===== src/common/coreTypesPkg.sv =====
package coreTypesPkg;

    localparam int addrWidth     = 32; // byte address, one word wide
    localparam int dataWidth     = 32;
    localparam int regAddrWidth  = 5;
    localparam int imemDepth     = 64; // words
    localparam int imemAddrWidth = 6;

    localparam logic [6:0] opImm    = 7'b0010011;
    localparam logic [6:0] opBranch = 7'b1100011;
    localparam logic [6:0] opStore  = 7'b0100011;
    localparam logic [6:0] opLoad   = 7'b0000011;
    localparam logic [6:0] opJal    = 7'b1101111;
    localparam logic [6:0] opJalr   = 7'b1100111;

    localparam logic [2:0] f3AddSub = 3'b000;
    localparam logic [2:0] f3Sll    = 3'b001;
    localparam logic [2:0] f3Beq    = 3'b000;
    localparam logic [2:0] f3Bne    = 3'b001;
    localparam logic [2:0] f3Word   = 3'b010; // lw, sw
    localparam logic [2:0] f3Jalr   = 3'b000;

    // operand forward select
    localparam logic [1:0] fwdReg = 2'b00; // register file value
    localparam logic [1:0] fwdMem = 2'b10; // alu result in memory stage
    localparam logic [1:0] fwdWb  = 2'b01; // writeback result

    typedef enum logic [2:0] {
        aluAdd = 3'b000,
        aluSub = 3'b001,
        aluSll = 3'b110
    } aluCtrlT;

    typedef enum logic [2:0] {
        immI = 3'b000,
        immS = 3'b001,
        immB = 3'b010,
        immJ = 3'b100
    } immSrcT;

    typedef enum logic [1:0] {
        resAlu = 2'b00,
        resMem = 2'b01,
        resPc4 = 2'b10  // link address
    } resultSrcT;

    typedef struct packed {
        logic      regWrite;
        resultSrcT resultSrc;
        logic      memWrite;
        logic      jump;
        logic      branch;
        logic      branchNe;   // bne, inverts the zero test
        aluCtrlT   aluControl;
        logic      aluSrc;     // immediate as operand b
        logic      jalrSel;    // target from rs1 instead of pc
    } ctrlT;

endpackage


===== src/common/hazardIf.sv =====
`timescale 1ns/1ps

interface hazardIf import coreTypesPkg::*; ();

    logic [regAddrWidth-1:0] rs1D;
    logic [regAddrWidth-1:0] rs2D;
    logic [regAddrWidth-1:0] rs1E;
    logic [regAddrWidth-1:0] rs2E;
    logic [regAddrWidth-1:0] rdE;
    logic [regAddrWidth-1:0] rdM;
    logic [regAddrWidth-1:0] rdW;
    logic                    regWriteM;
    logic                    regWriteW;
    logic                    loadE;     // lw sitting in execute
    logic                    pcSrcE;    // redirect from execute

    logic                    stallF;
    logic                    stallD;
    logic                    flushD;
    logic                    flushE;
    logic [1:0]              forwardAE;
    logic [1:0]              forwardBE;

    modport dpPort (
        output rs1D, rs2D, rs1E, rs2E, rdE, rdM, rdW,
        output regWriteM, regWriteW, loadE, pcSrcE,
        input  stallF, stallD, flushD, flushE, forwardAE, forwardBE
    );

    modport hzPort (
        input  rs1D, rs2D, rs1E, rs2E, rdE, rdM, rdW,
        input  regWriteM, regWriteW, loadE, pcSrcE,
        output stallF, stallD, flushD, flushE, forwardAE, forwardBE
    );

endinterface


===== src/rtl/hazardUnit.sv =====
`timescale 1ns/1ps

module hazardUnit import coreTypesPkg::*;
(
    hazardIf.hzPort hz
);

    logic loadStall;

    // memory stage wins over writeback, it holds the newer value
    function automatic logic [1:0] fwdSel(
        input logic [regAddrWidth-1:0] rsE,
        input logic [regAddrWidth-1:0] rdM,
        input logic                    regWriteM,
        input logic [regAddrWidth-1:0] rdW,
        input logic                    regWriteW
    );
        if (rsE != '0 && rsE == rdM && regWriteM)
            return fwdMem;
        else if (rsE != '0 && rsE == rdW && regWriteW)
            return fwdWb;
        else
            return fwdReg;
    endfunction

    assign hz.forwardAE = fwdSel(hz.rs1E, hz.rdM, hz.regWriteM, hz.rdW, hz.regWriteW);
    assign hz.forwardBE = fwdSel(hz.rs2E, hz.rdM, hz.regWriteM, hz.rdW, hz.regWriteW);

    // load result arrives too late for the next instruction
    assign loadStall = hz.loadE && (hz.rdE == hz.rs1D || hz.rdE == hz.rs2D);

    assign hz.stallF = loadStall;
    assign hz.stallD = loadStall;
    assign hz.flushD = hz.pcSrcE;               // drop wrong-path fetch
    assign hz.flushE = loadStall | hz.pcSrcE;   // bubble into execute

endmodule


===== src/flat_wrapper.sv =====
// flat-port wrapper written by rule: the top's interface ports become plain ports
module hazardUnit_flat import coreTypesPkg::*;
  (hz_rs1D, hz_rs2D, hz_rs1E, hz_rs2E, hz_rdE, hz_rdM, hz_rdW, hz_regWriteM, hz_regWriteW, hz_loadE, hz_pcSrcE, hz_stallF, hz_stallD, hz_flushD, hz_flushE, hz_forwardAE, hz_forwardBE);
  hazardIf hz_i ();
  input wire logic [$bits(hz_i.rs1D)-1:0] hz_rs1D;
  input wire logic [$bits(hz_i.rs2D)-1:0] hz_rs2D;
  input wire logic [$bits(hz_i.rs1E)-1:0] hz_rs1E;
  input wire logic [$bits(hz_i.rs2E)-1:0] hz_rs2E;
  input wire logic [$bits(hz_i.rdE)-1:0] hz_rdE;
  input wire logic [$bits(hz_i.rdM)-1:0] hz_rdM;
  input wire logic [$bits(hz_i.rdW)-1:0] hz_rdW;
  input wire logic [$bits(hz_i.regWriteM)-1:0] hz_regWriteM;
  input wire logic [$bits(hz_i.regWriteW)-1:0] hz_regWriteW;
  input wire logic [$bits(hz_i.loadE)-1:0] hz_loadE;
  input wire logic [$bits(hz_i.pcSrcE)-1:0] hz_pcSrcE;
  output wire logic [$bits(hz_i.stallF)-1:0] hz_stallF;
  output wire logic [$bits(hz_i.stallD)-1:0] hz_stallD;
  output wire logic [$bits(hz_i.flushD)-1:0] hz_flushD;
  output wire logic [$bits(hz_i.flushE)-1:0] hz_flushE;
  output wire logic [$bits(hz_i.forwardAE)-1:0] hz_forwardAE;
  output wire logic [$bits(hz_i.forwardBE)-1:0] hz_forwardBE;
  assign hz_i.rs1D = hz_rs1D;
  assign hz_i.rs2D = hz_rs2D;
  assign hz_i.rs1E = hz_rs1E;
  assign hz_i.rs2E = hz_rs2E;
  assign hz_i.rdE = hz_rdE;
  assign hz_i.rdM = hz_rdM;
  assign hz_i.rdW = hz_rdW;
  assign hz_i.regWriteM = hz_regWriteM;
  assign hz_i.regWriteW = hz_regWriteW;
  assign hz_i.loadE = hz_loadE;
  assign hz_i.pcSrcE = hz_pcSrcE;
  assign hz_stallF = hz_i.stallF;
  assign hz_stallD = hz_i.stallD;
  assign hz_flushD = hz_i.flushD;
  assign hz_flushE = hz_i.flushE;
  assign hz_forwardAE = hz_i.forwardAE;
  assign hz_forwardBE = hz_i.forwardBE;
  hazardUnit u_core (.hz(hz_i));
endmodule

===== config.mk =====
export PLATFORM = sky130hd
export DESIGN_NAME = hazardUnit_flat
export DESIGN_NICKNAME = d
export VERILOG_FILES = /design/src/common/coreTypesPkg.sv /design/src/common/hazardIf.sv /design/src/rtl/hazardUnit.sv /design/src/flat_wrapper.sv
export SDC_FILE = /design/constraint.sdc
export NUM_CORES = 1
export LEC_CHECK = 0
export BUFFER_PORTS_ARGS = -buffer_cell sky130_fd_sc_hd__buf_4
export CORE_MARGIN = 4
export CORE_UTILIZATION = 30
export DETAILED_ROUTE_END_ITERATION = 16
export PLACE_DENSITY = 0.75
export SLEW_MARGIN = 15
export SYNTH_ARGS = -nofsm -noshare
export SYNTH_HDL_FRONTEND = slang
export SYNTH_SLANG_ARGS = --single-unit

===== constraint.sdc =====
create_clock -name vclk -period 0.8
set_input_delay 0.04 -clock vclk [all_inputs]
set_output_delay 0.04 -clock vclk [all_outputs]
set_load 0.1 [all_outputs]

==> summary.md, run 1 <==
| Metric | Value |
|---|---|
| Largest net degree at the start of global routing | `4` |
| IO Count | `47` |
| Ys Warns | `0` |
| Status | `aborted with a tool error` |
| Distinct cell type count after synthesis | `14` |
| Mux cell area share after synthesis | `0%` |
| Post-synthesis xor/xnor area fraction | `a little over three fifths` |
| Err | `[ERROR DPL-0038] Utilization greater than 100%, impossible to legalize` |
| Die Span X | `45.38 um` |
| Largest family of logic cells by synthesized area | `XOR/XNOR gates` |
| Cells after Synth | `55` |
| Initial Util | `roughly a third` |
| RePlAce Congestion | `0.8285` |
| Syn_nets | `94` |
| Simple-Gate Fraction of Synth Area | `25.07%` |
| Halt Stage | `global routing (5_1_grt)` |
| Compound-Gate Fraction of Synth Area | `roughly 7.8%` |
| I/O Buffers | `47` |
| Dpl ws | `-0.4820 ns` |
| Worst endpoint after global-route timing repair | `hz_forwardBE[0]` |
| Sequential-to-total area share from yosys stat | `0%` |
| Die extent in y | `around 45 um` |
| Worst ep type | `output port` |
| Row count | `13` |
| Post-Synth Adder-Cell Area | `0%` |
| Post-Synthesis Cell Area | `419.2 um^2` |
| Post-synthesis area per instance | `7.621 um^2` |
| Placed cell areas | `952.2 um^2` |
-- synthesized netlist by cell type --
cell,number,share of area [%]
nor4_1,2,3.0
o221ai_1,1,2.1
nand4_1,4,6.0
buf_4,2,3.6
a2111oi_0,2,4.2
nand2_1,4,3.6
inv_1,1,0.89
or4_1,2,3.6
and3b_1,2,4.2
xor2_1,8,17
o22ai_1,1,1.5
xnor2_1,22,46
nor2_1,2,1.8
and2_1,2,3.0
-- repair_timing --
action | CTS
buffers inserted | 5
resized for setup | 40
pin swaps | 20
endpoints found under the hold margin | 0
hold buffers | 0
endpoints found under the setup margin | 7
-- logic make-up after synthesis --
group	Yosys count
compound gates	4
xor+xnor	30
simple gates	18
buf+inv	3
-- stage by stage --
step / std cells / util [%] / TNS [ns]
after global placement: 124 / 73.17 / -2.834
after floorplan: 55 / - / -3.594
after detailed placement: 124 / 73.17 / -2.922
after CTS: 129 / 90.38 / -2.378
==> run 2: changes to the inputs <==
Settings changed: CORE_AREA set to 4 4 65 67, CORE_MARGIN 4 to unset, CORE_UTILIZATION 30 to unset, DIE_AREA set to 0 0 69 71, PLACE_DENSITY 0.75 to unset, PLACE_DENSITY_LB_ADDON set to 0.15.
Clock period 0.8 ns to 1 ns, I/O delays scaled along.
==> run 2 against run 1 <==
Effect of this change:
- the flow now finishes, with violations (negative setup slack)
- synthesized cell count unchanged
- synthesized area unchanged
==> summary.md, run 2 <==
| Metric | Value |
|---|---|
| Status | `complete, but fails checks (was aborted with a tool error)` |
| Failing checks | `negative setup slack` |
| Mux cell area share after synthesis | `0% (unchanged)` |
| P_leak | `0.5405 nW` |
| Critical Path RT | `between 0.9 and 1 ns` |
| Post-synthesis area per instance | `7.621 um^2 (unchanged)` |
| Ys Warns | `0 (unchanged)` |
| FMAX | `811.6 MHz` |
| Final-layout clock buffer total | `0` |
| Post-Layout Inst Area | `1303 um^2` |
| Largest net degree at the start of global routing | `4` |
| I/O Buffers | `47 (unchanged)` |
| Sequential-to-total area share from yosys stat | `0% (unchanged)` |
| Register area | `0 um^2` |
| Final Hold Vio Count | `0` |
| Max_cap viols | `0` |
| Compound-Gate Fraction of Synth Area | `7.761% (unchanged)` |
| Initial DRT Pass Iterations | `2` |
| First-pass GRT wire length | `3270 um` |
| Total track usage | `7.774%` |
| Post-synthesis xor/xnor area fraction | `62.69% (unchanged)` |
| Largest family of logic cells by synthesized area | `XOR/XNOR gates (unchanged)` |
| Routed vias | `590` |
| Simple-Gate Fraction of Synth Area | `25.07% (unchanged)` |
| Pwr dens | `456.4 nW/um^2` |
| Share of cells above drive strength 1 | `79.65%` |
| Final setup viols | `6` |
| Row count | `22 (was 13)` |
| Synth cell count leaders | `xnor2_1 (22), xor2_1 (8), nand2_1 (4), nand4_1 (4) (unchanged)` |
| Layout Nets | `~150` |
| DRT iter0 DRCs | `3` |
| Most frequent cells in the layout | `buf_4 (32), buf_6 (21), xnor2_1 (11), xnor2_2 (11)` |
| Max FO, Critical Path | `3` |
| Die ar. | `4899 um^2` |
| Startpoint Class | `input pin` |
| Syn_nets | `94 (unchanged)` |
| Area added between synthesis and finish | `210.7%` |
| Grt ovf | `0` |
| Worst Path Arrival | `about 1.2 ns` |
| Worst-Margin Slew | `~0.28 ns` |
| Cell with the most instances after synthesis | `xnor2_1 (unchanged)` |
| Core ar. | `approximately 3600 um^2` |
| Final WL | `1859 um` |
| Top post-synthesis cells by area | `xnor2_1 (46%), xor2_1 (17%), nand4_1 (6.0%) (unchanged)` |
| Final cell count without fillers | `161` |
| Period utilization | `123.2%` |
| Die Span X | `69 um (was 45.38 um)` |
| RePlAce Congestion | `0.7673 (was 0.8285)` |
| Path type of the worst min-delay path | `input pin to output pin` |
| PnR Total Power | `0.5945 mW` |
| Final WS setup | `-0.2321 ns` |
| Post-Synthesis Cell Area | `419.2 um^2 (unchanged)` |
| Post-route ant nets | `0` |
| Placed instance count | `157 (was 124)` |
| WL/cell | `11.55 um` |
| DRC | `0` |
| Distinct cell type count after synthesis | `14 (unchanged)` |
| Via density | `3.665` |
| Post-synth top area cell | `xnor2_1 (unchanged)` |
| Post-Synth Adder-Cell Area | `0% (unchanged)` |
| Slew headroom | `81.24%` |
| IO Count | `47 (unchanged)` |
| Initial antenna violation count | `0` |
| Synth top area share | `45.97% (unchanged)` |
| RSZ-0062 raised after global routing | `yes` |
| Placed cell areas | `993.5 um^2 (was 952.2 um^2)` |
| Final worst path period need | `1.232 ns` |
| N_diodes | `0` |
| Initial Util | `11.54% (was 32.21%)` |
| Die extent in y | `71 um (was 45.38 um)` |
| DP Wirelength | `~1700 um` |
| Crit. End Element | `output pin` |
| Most common cell after layout, fill and taps aside | `buf_4` |
| Max IR drop VDD | `between 0.1 and 0.15 mV` |
| WS Path Type | `input pin to output pin` |
| Seq_cells | `0` |
| Cells after Synth | `55 (unchanged)` |
| Max Slew Vio Count | `0` |
| Vias in the first global route | `~710` |
==> run 2: cell counts after synthesis <==
Identical to the previous run, type by type.
==> run 2: worst paths after layout <==
path,startpoint,to,slack (ns),depth (start not counted)
worst max-delay path,hz_rs2E[4],hz_forwardBE[1],-0.23,5
worst min-delay path,hz_pcSrcE,hz_flushD,0.44,2
==> run 2: per-layer routing <==
layer  vias to the layer above  wire (um)  track usage (%)  part of all wire (%)
li1                        302          -                -                     -
met1                       275        775            10.61                    42
met2                        13       1043            14.41                    56
met3                         0         40           0.2841                   2.2
met4                         0          0                0                     0
met5                         -          0                0                     0
==> run 2: where the power goes <==
group	total, mW	leakage, nW	switching [mW]	internal, mW
logic	0.594	0.540	0.268	0.326
clock network	0	0	0	0
registers	0	0	0	0
total	0.594	0.540	0.268	0.326
==> run 2: cell families after synthesis <==
kind of cell / after synthesis
AND/OR/NAND/NOR: 18
buffers and inverters: 3
XOR/XNOR: 30
AO/OA/AOI/OAI: 4
==> run 2: through the flow <==
step / setup slack (ns) / hold slack [ns] / utilization [%] / TNS (ns)
after floorplan: -0.5403 / 0.3115 / - / -2.334
after global placement: -0.3288 / 0.4380 / 27.34 / -1.881
after detailed placement: -0.3402 / 0.4377 / 27.34 / -1.921
after CTS: -0.2551 / 0.4380 / 35.37 / -1.101
after global routing: -0.2617 / 0.4450 / 35.85 / -1.317
final: -0.2321 / 0.4364 / 35.85 / -0.8874
==> run 2: final cells by class <==
class / count / area (um^2)
fillers: 405 / 2331
inverters: 1 / 3.754
multi-input cells: 52 / 631.9
well taps: 48 / 60.06
repair buffers: 60 / 606.8
==> run 2: worst max-delay path, cell delays in order <==
cell	delay, ns
buf_8	0.10
or4_4	0.54
nor2_4	0.10
and3b_2	0.23
buf_12	0.16
==> run 2: what timing repair did <==
| item | 4_1_cts | 5_1_grt |
|---|---|---|
| setup buffers | 3 | 1 |
| pin swaps | 26 | 5 |
| hold buffers | 0 | 0 |
| gates resized for setup | 59 | 2 |
| setup endpoints to repair | 7 | 7 |
No activity file was read; power rests on OpenSTA's default activity.
==> run 3: changes to the inputs <==
Clock period 1 ns to 1.3 ns, I/O delays scaled along.
==> run 3 against run 2 <==
Effect of this change:
- the run now ends clean
- final cell count down 2.5%
- via count is 2.0% lower
- non-clock buffer count shrank 4
- global-route usage fell by 0.81 points
- sequential share of layout area unchanged
- flip-flop and latch count did not move
- total power fell by 29%
- worst setup slack gained 0.24 ns
- critical path type unchanged
==> summary.md, run 3 (same netlist as run 2, synthesis figures left out) <==
| Metric | Value |
|---|---|
| Final Hold Vio Count | `0 (unchanged)` |
| Layout Nets | `150 (was 154)` |
| Clock Power Share | `0% (about the same)` |
| Worst Path Arrival | `1.23 ns (was 1.18 ns)` |
| Area added between synthesis and finish | `183.9% (was 210.7%)` |
| Worst hold path cell count | `2 (unchanged)` |
| Period utilization | `99.41%` |
| Row count | `22 (unchanged)` |
| DRC | `0 (unchanged)` |
| Hold_sp | `hz_pcSrcE (unchanged)` |
| Max FO, Critical Path | `3 (unchanged)` |
| Crit. End Element | `output pin (unchanged)` |
| Pwr dens | `356.5 nW/um^2 (was 456.4 nW/um^2)` |
| Seq_cells | `0 (unchanged)` |
| Share of cells above drive strength 1 | `73.39% (was 79.65%)` |
| WL/cell | `12.08 um (was 11.55 um)` |
| Die ar. | `4899 um^2 (unchanged)` |
| Max IR drop VDD | `0.1123 mV (was 0.1418 mV)` |
| Core ar. | `3633 um^2 (unchanged)` |
| P_leak | `0.4727 nW (was 0.5405 nW)` |
| P_sw | `0.2095 mW (was 0.2684 mW)` |
| DRT iter0 DRCs | `5 (was 3)` |
| Total track usage | `6.969% (was 7.774%)` |
| Routed vias | `578 (was 590)` |
| Register area | `0 um^2 (unchanged)` |
| Most common cell after layout, fill and taps aside | `buf_4 (unchanged)` |
| Filler cells | `396 (was 405)` |
| Max_cap viols | `0 (unchanged)` |
| Max Slew Vio Count | `0 (unchanged)` |
| Status | `finished clean (was complete, but fails checks)` |
| Path type of the worst min-delay path | `input pin to output pin (unchanged)` |
| Min-Delay Endpoint | `hz_flushD (unchanged)` |
| Switching part of the total | `49.39% (was 45.15%)` |
| Initial DRT Pass Iterations | `2 (unchanged)` |
| Startpoint Class | `input pin (unchanged)` |
| N_diodes | `0 (unchanged)` |
| RePlAce Congestion | `0.7312 (was 0.7673)` |
| First-pass GRT wire length | `2835 um (was 3270 um)` |
| Initial antenna violation count | `0 (unchanged)` |
| Most frequent cells in the layout | `buf_4 (45), xnor2_1 (16), buf_6 (7) (was buf_4 (32), buf_6 (21), xnor2_1 (11), xnor2_2 (11))` |
| Grt ovf | `0 (unchanged)` |
| WS Path Type | `input pin to output pin (unchanged)` |
| Final worst path period need | `1.292 ns` |
| FMAX | `773.8 MHz` |
| Final-layout clock buffer total | `0 (unchanged)` |
| Slew headroom | `80.24% (was 81.24%)` |
| DP Wirelength | `1752 um (was 1691 um)` |
| Die extent in y | `71 um (unchanged)` |
| Post-route ant nets | `0 (unchanged)` |
| RSZ-0062 raised after global routing | `yes (unchanged)` |
| Worst-Margin Slew | `0.2964 ns (was 0.2790 ns)` |
| IO Count | `47 (unchanged)` |
| Register share of total power | `0% (about the same)` |
| Initial Util | `11.54% (unchanged)` |
| Final WL | `1896 um (was 1859 um)` |
| I/O Buffers | `47 (unchanged)` |
| Largest net degree at the start of global routing | `4 (unchanged)` |
| Critical Path RT | `1.24 ns (was 0.95 ns)` |
| Pint | `0.2147 mW (was 0.3261 mW)` |
| Via density | `3.682 (was 3.665)` |
| Comb power frac | `100.0% (about the same)` |
| Die Span X | `69 um (unchanged)` |
| Vias in the first global route | `613 (was 707)` |
| Fin util | `32.75% (was 35.85%)` |
| PnR Total Power | `0.4242 mW (was 0.5945 mW)` |
| Final setup viols | `0 (was 6)` |
==> run 3: cell types whose count changed in the layout (fill, tap and decap cells not counted), moves of 2 or more <==
| cell | before | now |
|---|---|---|
| buf_6 | 21 | 7 |
| buf_4 | 32 | 45 |
| xnor2_1 | 11 | 16 |
| xnor2_2 | 11 | 6 |
| buf_12 | 5 | 2 |
| xor2_4 | 0 | 3 |
| xor2_2 | 5 | 3 |
==> run 3: final cells by class <==
type	instances	area (um^2)	share of cell area (%)
multi-input combinational	52	639.4	53.73
timing repair buffer	56	486.7	40.90
tap	48	60.06	5.047
inverter	1	3.754	0.3155
==> run 3: how the worst max path moves through the flow <==
stage               startpoint               to  cells past startpoint
floorplan           hz_rs1E[4]  hz_forwardAE[0]                      3
global placement     hz_rdM[0]  hz_forwardAE[1]                      5
detailed placement  hz_rs1E[0]  hz_forwardAE[0]                      6
CTS                 hz_rs2E[4]  hz_forwardBE[1]                      5
global route        hz_rs1E[3]  hz_forwardAE[1]                      5
finish              hz_rs1E[3]  hz_forwardAE[1]                      5
==> run 3: metrics by stage <==
step / TNS [ns] / hold slack, ns / area, um^2 / setup slack (ns) / std cells
after floorplan: -0.7607 / 0.3415 / 540.5 / -0.2703 / 55
after global placement: -0.2135 / 0.4702 / 985.9 / -0.07540 / 156
after detailed placement: -0.2925 / 0.4715 / 985.9 / -0.08345 / 156
after CTS: 0 / 0.4716 / 1037 / 0.0001094 / 157
after global routing: -0.06379 / 0.4742 / 1190 / -0.02664 / 157
final: 0 / 0.4696 / 1190 / 0.007652 / 157
==> run 3: repair_timing <==
action	CTS	global route
endpoints found under the setup margin	4	4
hold buffers	0	0
gates resized for setup	11	25
pin swaps	7	10
buffers inserted	1	0
==> run 3: power by group through the flow <==
stage | registers [mW] | clock network [mW] | logic (mW)
2_1_floorplan | 0 | 0 | 0.200
3_3_place_gp | 0 | 0 | 0.363
3_5_place_dp | 0 | 0 | 0.365
4_1_cts | 0 | 0 | 0.378
5_1_grt | 0 | 0 | 0.451
6_report | 0 | 0 | 0.424
==> run 3: critical path, stage by stage <==
cell,delay [ns]
buf_8,0.10
or4_4,0.54
nor2_4,0.13
and3b_2,0.23
buf_12,0.16
==> run 3: routing by layer <==
| layer | vias up | track usage [%] | part of all wire (%) |
|---|---|---|---|
| met2 | 10 | 14.41 | 62 |
| met3 | 0 | 0.4261 | 2.6 |
| met1 | 271 | 8.215 | 36 |
| met5 | - | 0 | 0 |
| li1 | 297 | - | - |
| met4 | 0 | 0 | 0 |
==> run 4: changes to the inputs <==
--- a/config.mk
+++ b/config.mk
@@ -8,2 +8,4 @@
 export BUFFER_PORTS_ARGS = -buffer_cell sky130_fd_sc_hd__buf_4
+export CELL_PAD_IN_SITES_DETAIL_PLACEMENT = 0
+export CELL_PAD_IN_SITES_GLOBAL_PLACEMENT = 1
 export CORE_AREA = 4 4 65 67
==> constraint.sdc (replaced) <==
create_clock -name vclk -period 1.4
set_input_delay 0.28 -clock vclk [all_inputs]
set_output_delay 0.28 -clock vclk [all_outputs]
set_load 0.1 [all_outputs]
==> run 4 against run 3 <==
Effect of this change:
- the flow now finishes with violations (negative setup slack)
- die area stayed put
- count of clock-buffer cells in the layout unchanged
- core utilization up 3.8 points
- final cell count is 4.5% higher
- critical path type unchanged
- routed wire length is 2.8% lower
- worst hold slack better by 0.43 ns
- sequential share of layout area unchanged
- non-clock buffer count up 7
- combinational power up 2%
- first-iteration DRC count down 100%
- flip-flop and latch count is the same
- via count up 8.5%
- largest power group unchanged
==> summary.md, run 4 (same netlist as run 2, synthesis figures left out) <==
| Metric | Value |
|---|---|
| Share of cells above drive strength 1 | `81.03% (was 73.39%)` |
| Die extent in y | `71 um (unchanged)` |
| DP Wirelength | `1692 um (was 1752 um)` |
| Multi-input gate area in the final layout | `634.4 um^2 (was 639.4 um^2)` |
| Register area | `0 um^2 (unchanged)` |
| Hold-fix buffers, CTS | `0 (unchanged)` |
| Die ar. | `4899 um^2 (unchanged)` |
| Final WL | `1842 um (was 1896 um)` |
| PnR Total Power | `0.4321 mW (was 0.4242 mW)` |
| Final-layout clock buffer total | `0 (unchanged)` |
| Max stage delay on crit path | `0.54 ns (about the same)` |
| Path type of the worst min-delay path | `input pin to output pin (unchanged)` |
| Filler cells | `393 (was 396)` |
| First-pass GRT wire length | `3029 um (was 2835 um)` |
| Final WS setup | `-0.2881 ns (was 0.007652 ns)` |
| Total track usage | `7.113% (was 6.969%)` |
| Initial antenna violation count | `0 (unchanged)` |
| DRT iter0 DRCs | `0 (was 5)` |
| Routed vias | `627 (was 578)` |
| Via density | `3.823 (was 3.682)` |
| Vias in the first global route | `659 (was 613)` |
| I/O Buffers | `47 (unchanged)` |
| Startpoint Class | `input pin (unchanged)` |
| Pwr dens | `325.5 nW/um^2 (was 356.5 nW/um^2)` |
| CP Cell Sequence | `buf_8 -> or4_4 -> nor2_4 -> and3b_2 -> buf_12 (unchanged)` |
| Seq_cells | `0 (unchanged)` |
| Final Hold Vio Count | `0 (unchanged)` |
| RePlAce Congestion | `0.7599 (was 0.7312)` |
| Slew headroom | `80.48% (was 80.24%)` |
| Post-route ant nets | `0 (unchanged)` |
| FMAX | `592.4 MHz` |
| IO Count | `47 (unchanged)` |
| Worst Path Arrival | `1.41 ns (was 1.23 ns)` |
| WS Path Type | `input pin to output pin (unchanged)` |
| CP max-delay cell | `or4_4 (unchanged)` |
| Most frequent cells in the layout | `buf_4 (37), buf_6 (17), xnor2_1 (12) (was buf_4 (45), xnor2_1 (16), buf_6 (7))` |
| Layout Nets | `157 (was 150)` |
| Dpl ws | `-0.4140 ns (was -0.08345 ns)` |
| Initial DRT Pass Iterations | `1 (was 2)` |
| Area added between synthesis and finish | `216.7% (was 183.9%)` |
| Worst-Margin Slew | `0.2928 ns (was 0.2964 ns)` |
| Final setup viols | `7 (was 0)` |
| Largest net degree at the start of global routing | `4 (unchanged)` |
| Crit. End Element | `output pin (unchanged)` |
| WL/cell | `11.23 um (was 12.08 um)` |
| Final worst path period need | `1.688 ns` |
| Core ar. | `3633 um^2 (unchanged)` |
| Period utilization | `120.6%` |
| Most common cell after layout, fill and taps aside | `buf_4 (unchanged)` |
| Grt ovf | `0 (unchanged)` |
| Failing checks | `negative setup slack` |
| Max_cap viols | `0 (unchanged)` |
| Max Slew Vio Count | `0 (unchanged)` |
| Die Span X | `69 um (unchanged)` |
| DRC | `0 (unchanged)` |
| Worst hold path cell count | `2 (unchanged)` |
| N_diodes | `0 (unchanged)` |
| Max IR drop VDD | `0.1050 mV (was 0.1123 mV)` |
| Initial Util | `11.54% (unchanged)` |
| Critical Path RT | `1.12 ns (was 1.24 ns)` |
| P_leak | `0.5509 nW (was 0.4727 nW)` |
| Max FO, Critical Path | `3 (unchanged)` |
| Row count | `22 (unchanged)` |
| RSZ-0062 raised after global routing | `yes (unchanged)` |
| Status | `complete, but fails checks (was finished clean)` |
## run 4: timing repair
| item | in CTS | in global routing |
|---|---|---|
| pin swaps | 17 | 14 |
| endpoints found under the setup margin | 7 | 7 |
| buffers inserted | 3 | 2 |
| gates resized for setup | 35 | 27 |
| hold endpoints to repair | 0 | 0 |
## run 4: worst paths after layout
check                 startpoint               to  slack [ns]
worst max-delay path  hz_rs2E[4]  hz_forwardBE[1]       -0.29
worst min-delay path   hz_pcSrcE        hz_flushD        0.90
## run 4: final cells by class
type / count / share of cell area (%)
inverters: 1 / 0.2828
multi-input cells: 52 / 47.79
well taps: 48 / 4.524
repair buffers: 63 / 47.41
## run 4: report_power, final
part           total, mW  internal [mW]  switching (mW)
registers              0              0               0
logic              0.432          0.239           0.193
clock network          0              0               0
total              0.432          0.239           0.193
## run 4: routing by layer
metal / GRT usage [%] / routed length [um] / vias up / part of all wire [%]
li1: - / - / 307 / -
met1: 7.873 / 598 / 296 / 32
met2: 14.83 / 1123 / 24 / 61
met3: 1.136 / 120 / 0 / 6.5
met4: 0 / 0 / 0 / 0
met5: 0 / 0 / - / 0
## run 4: stage by stage
step,instances,setup TNS (ns),hold slack [ns],util (%),cell area (um^2)
after global routing,164,-1.757,0.9108,36.54,1328
after detailed placement,159,-2.196,0.8986,27.75,1008
after global placement,159,-2.215,0.8979,27.75,1008
after floorplan,55,-2.754,0.7715,-,540.5
final,164,-1.430,0.8993,36.54,1328
after CTS,162,-1.553,0.8987,32.40,1177
## run 4: critical path, delay by kind of cell
| family | cells | cell delay, ns |
|---|---|---|
| and+or+nand+nor | 3 | 0.85 |
| buffers and inverters | 2 | 0.26 |
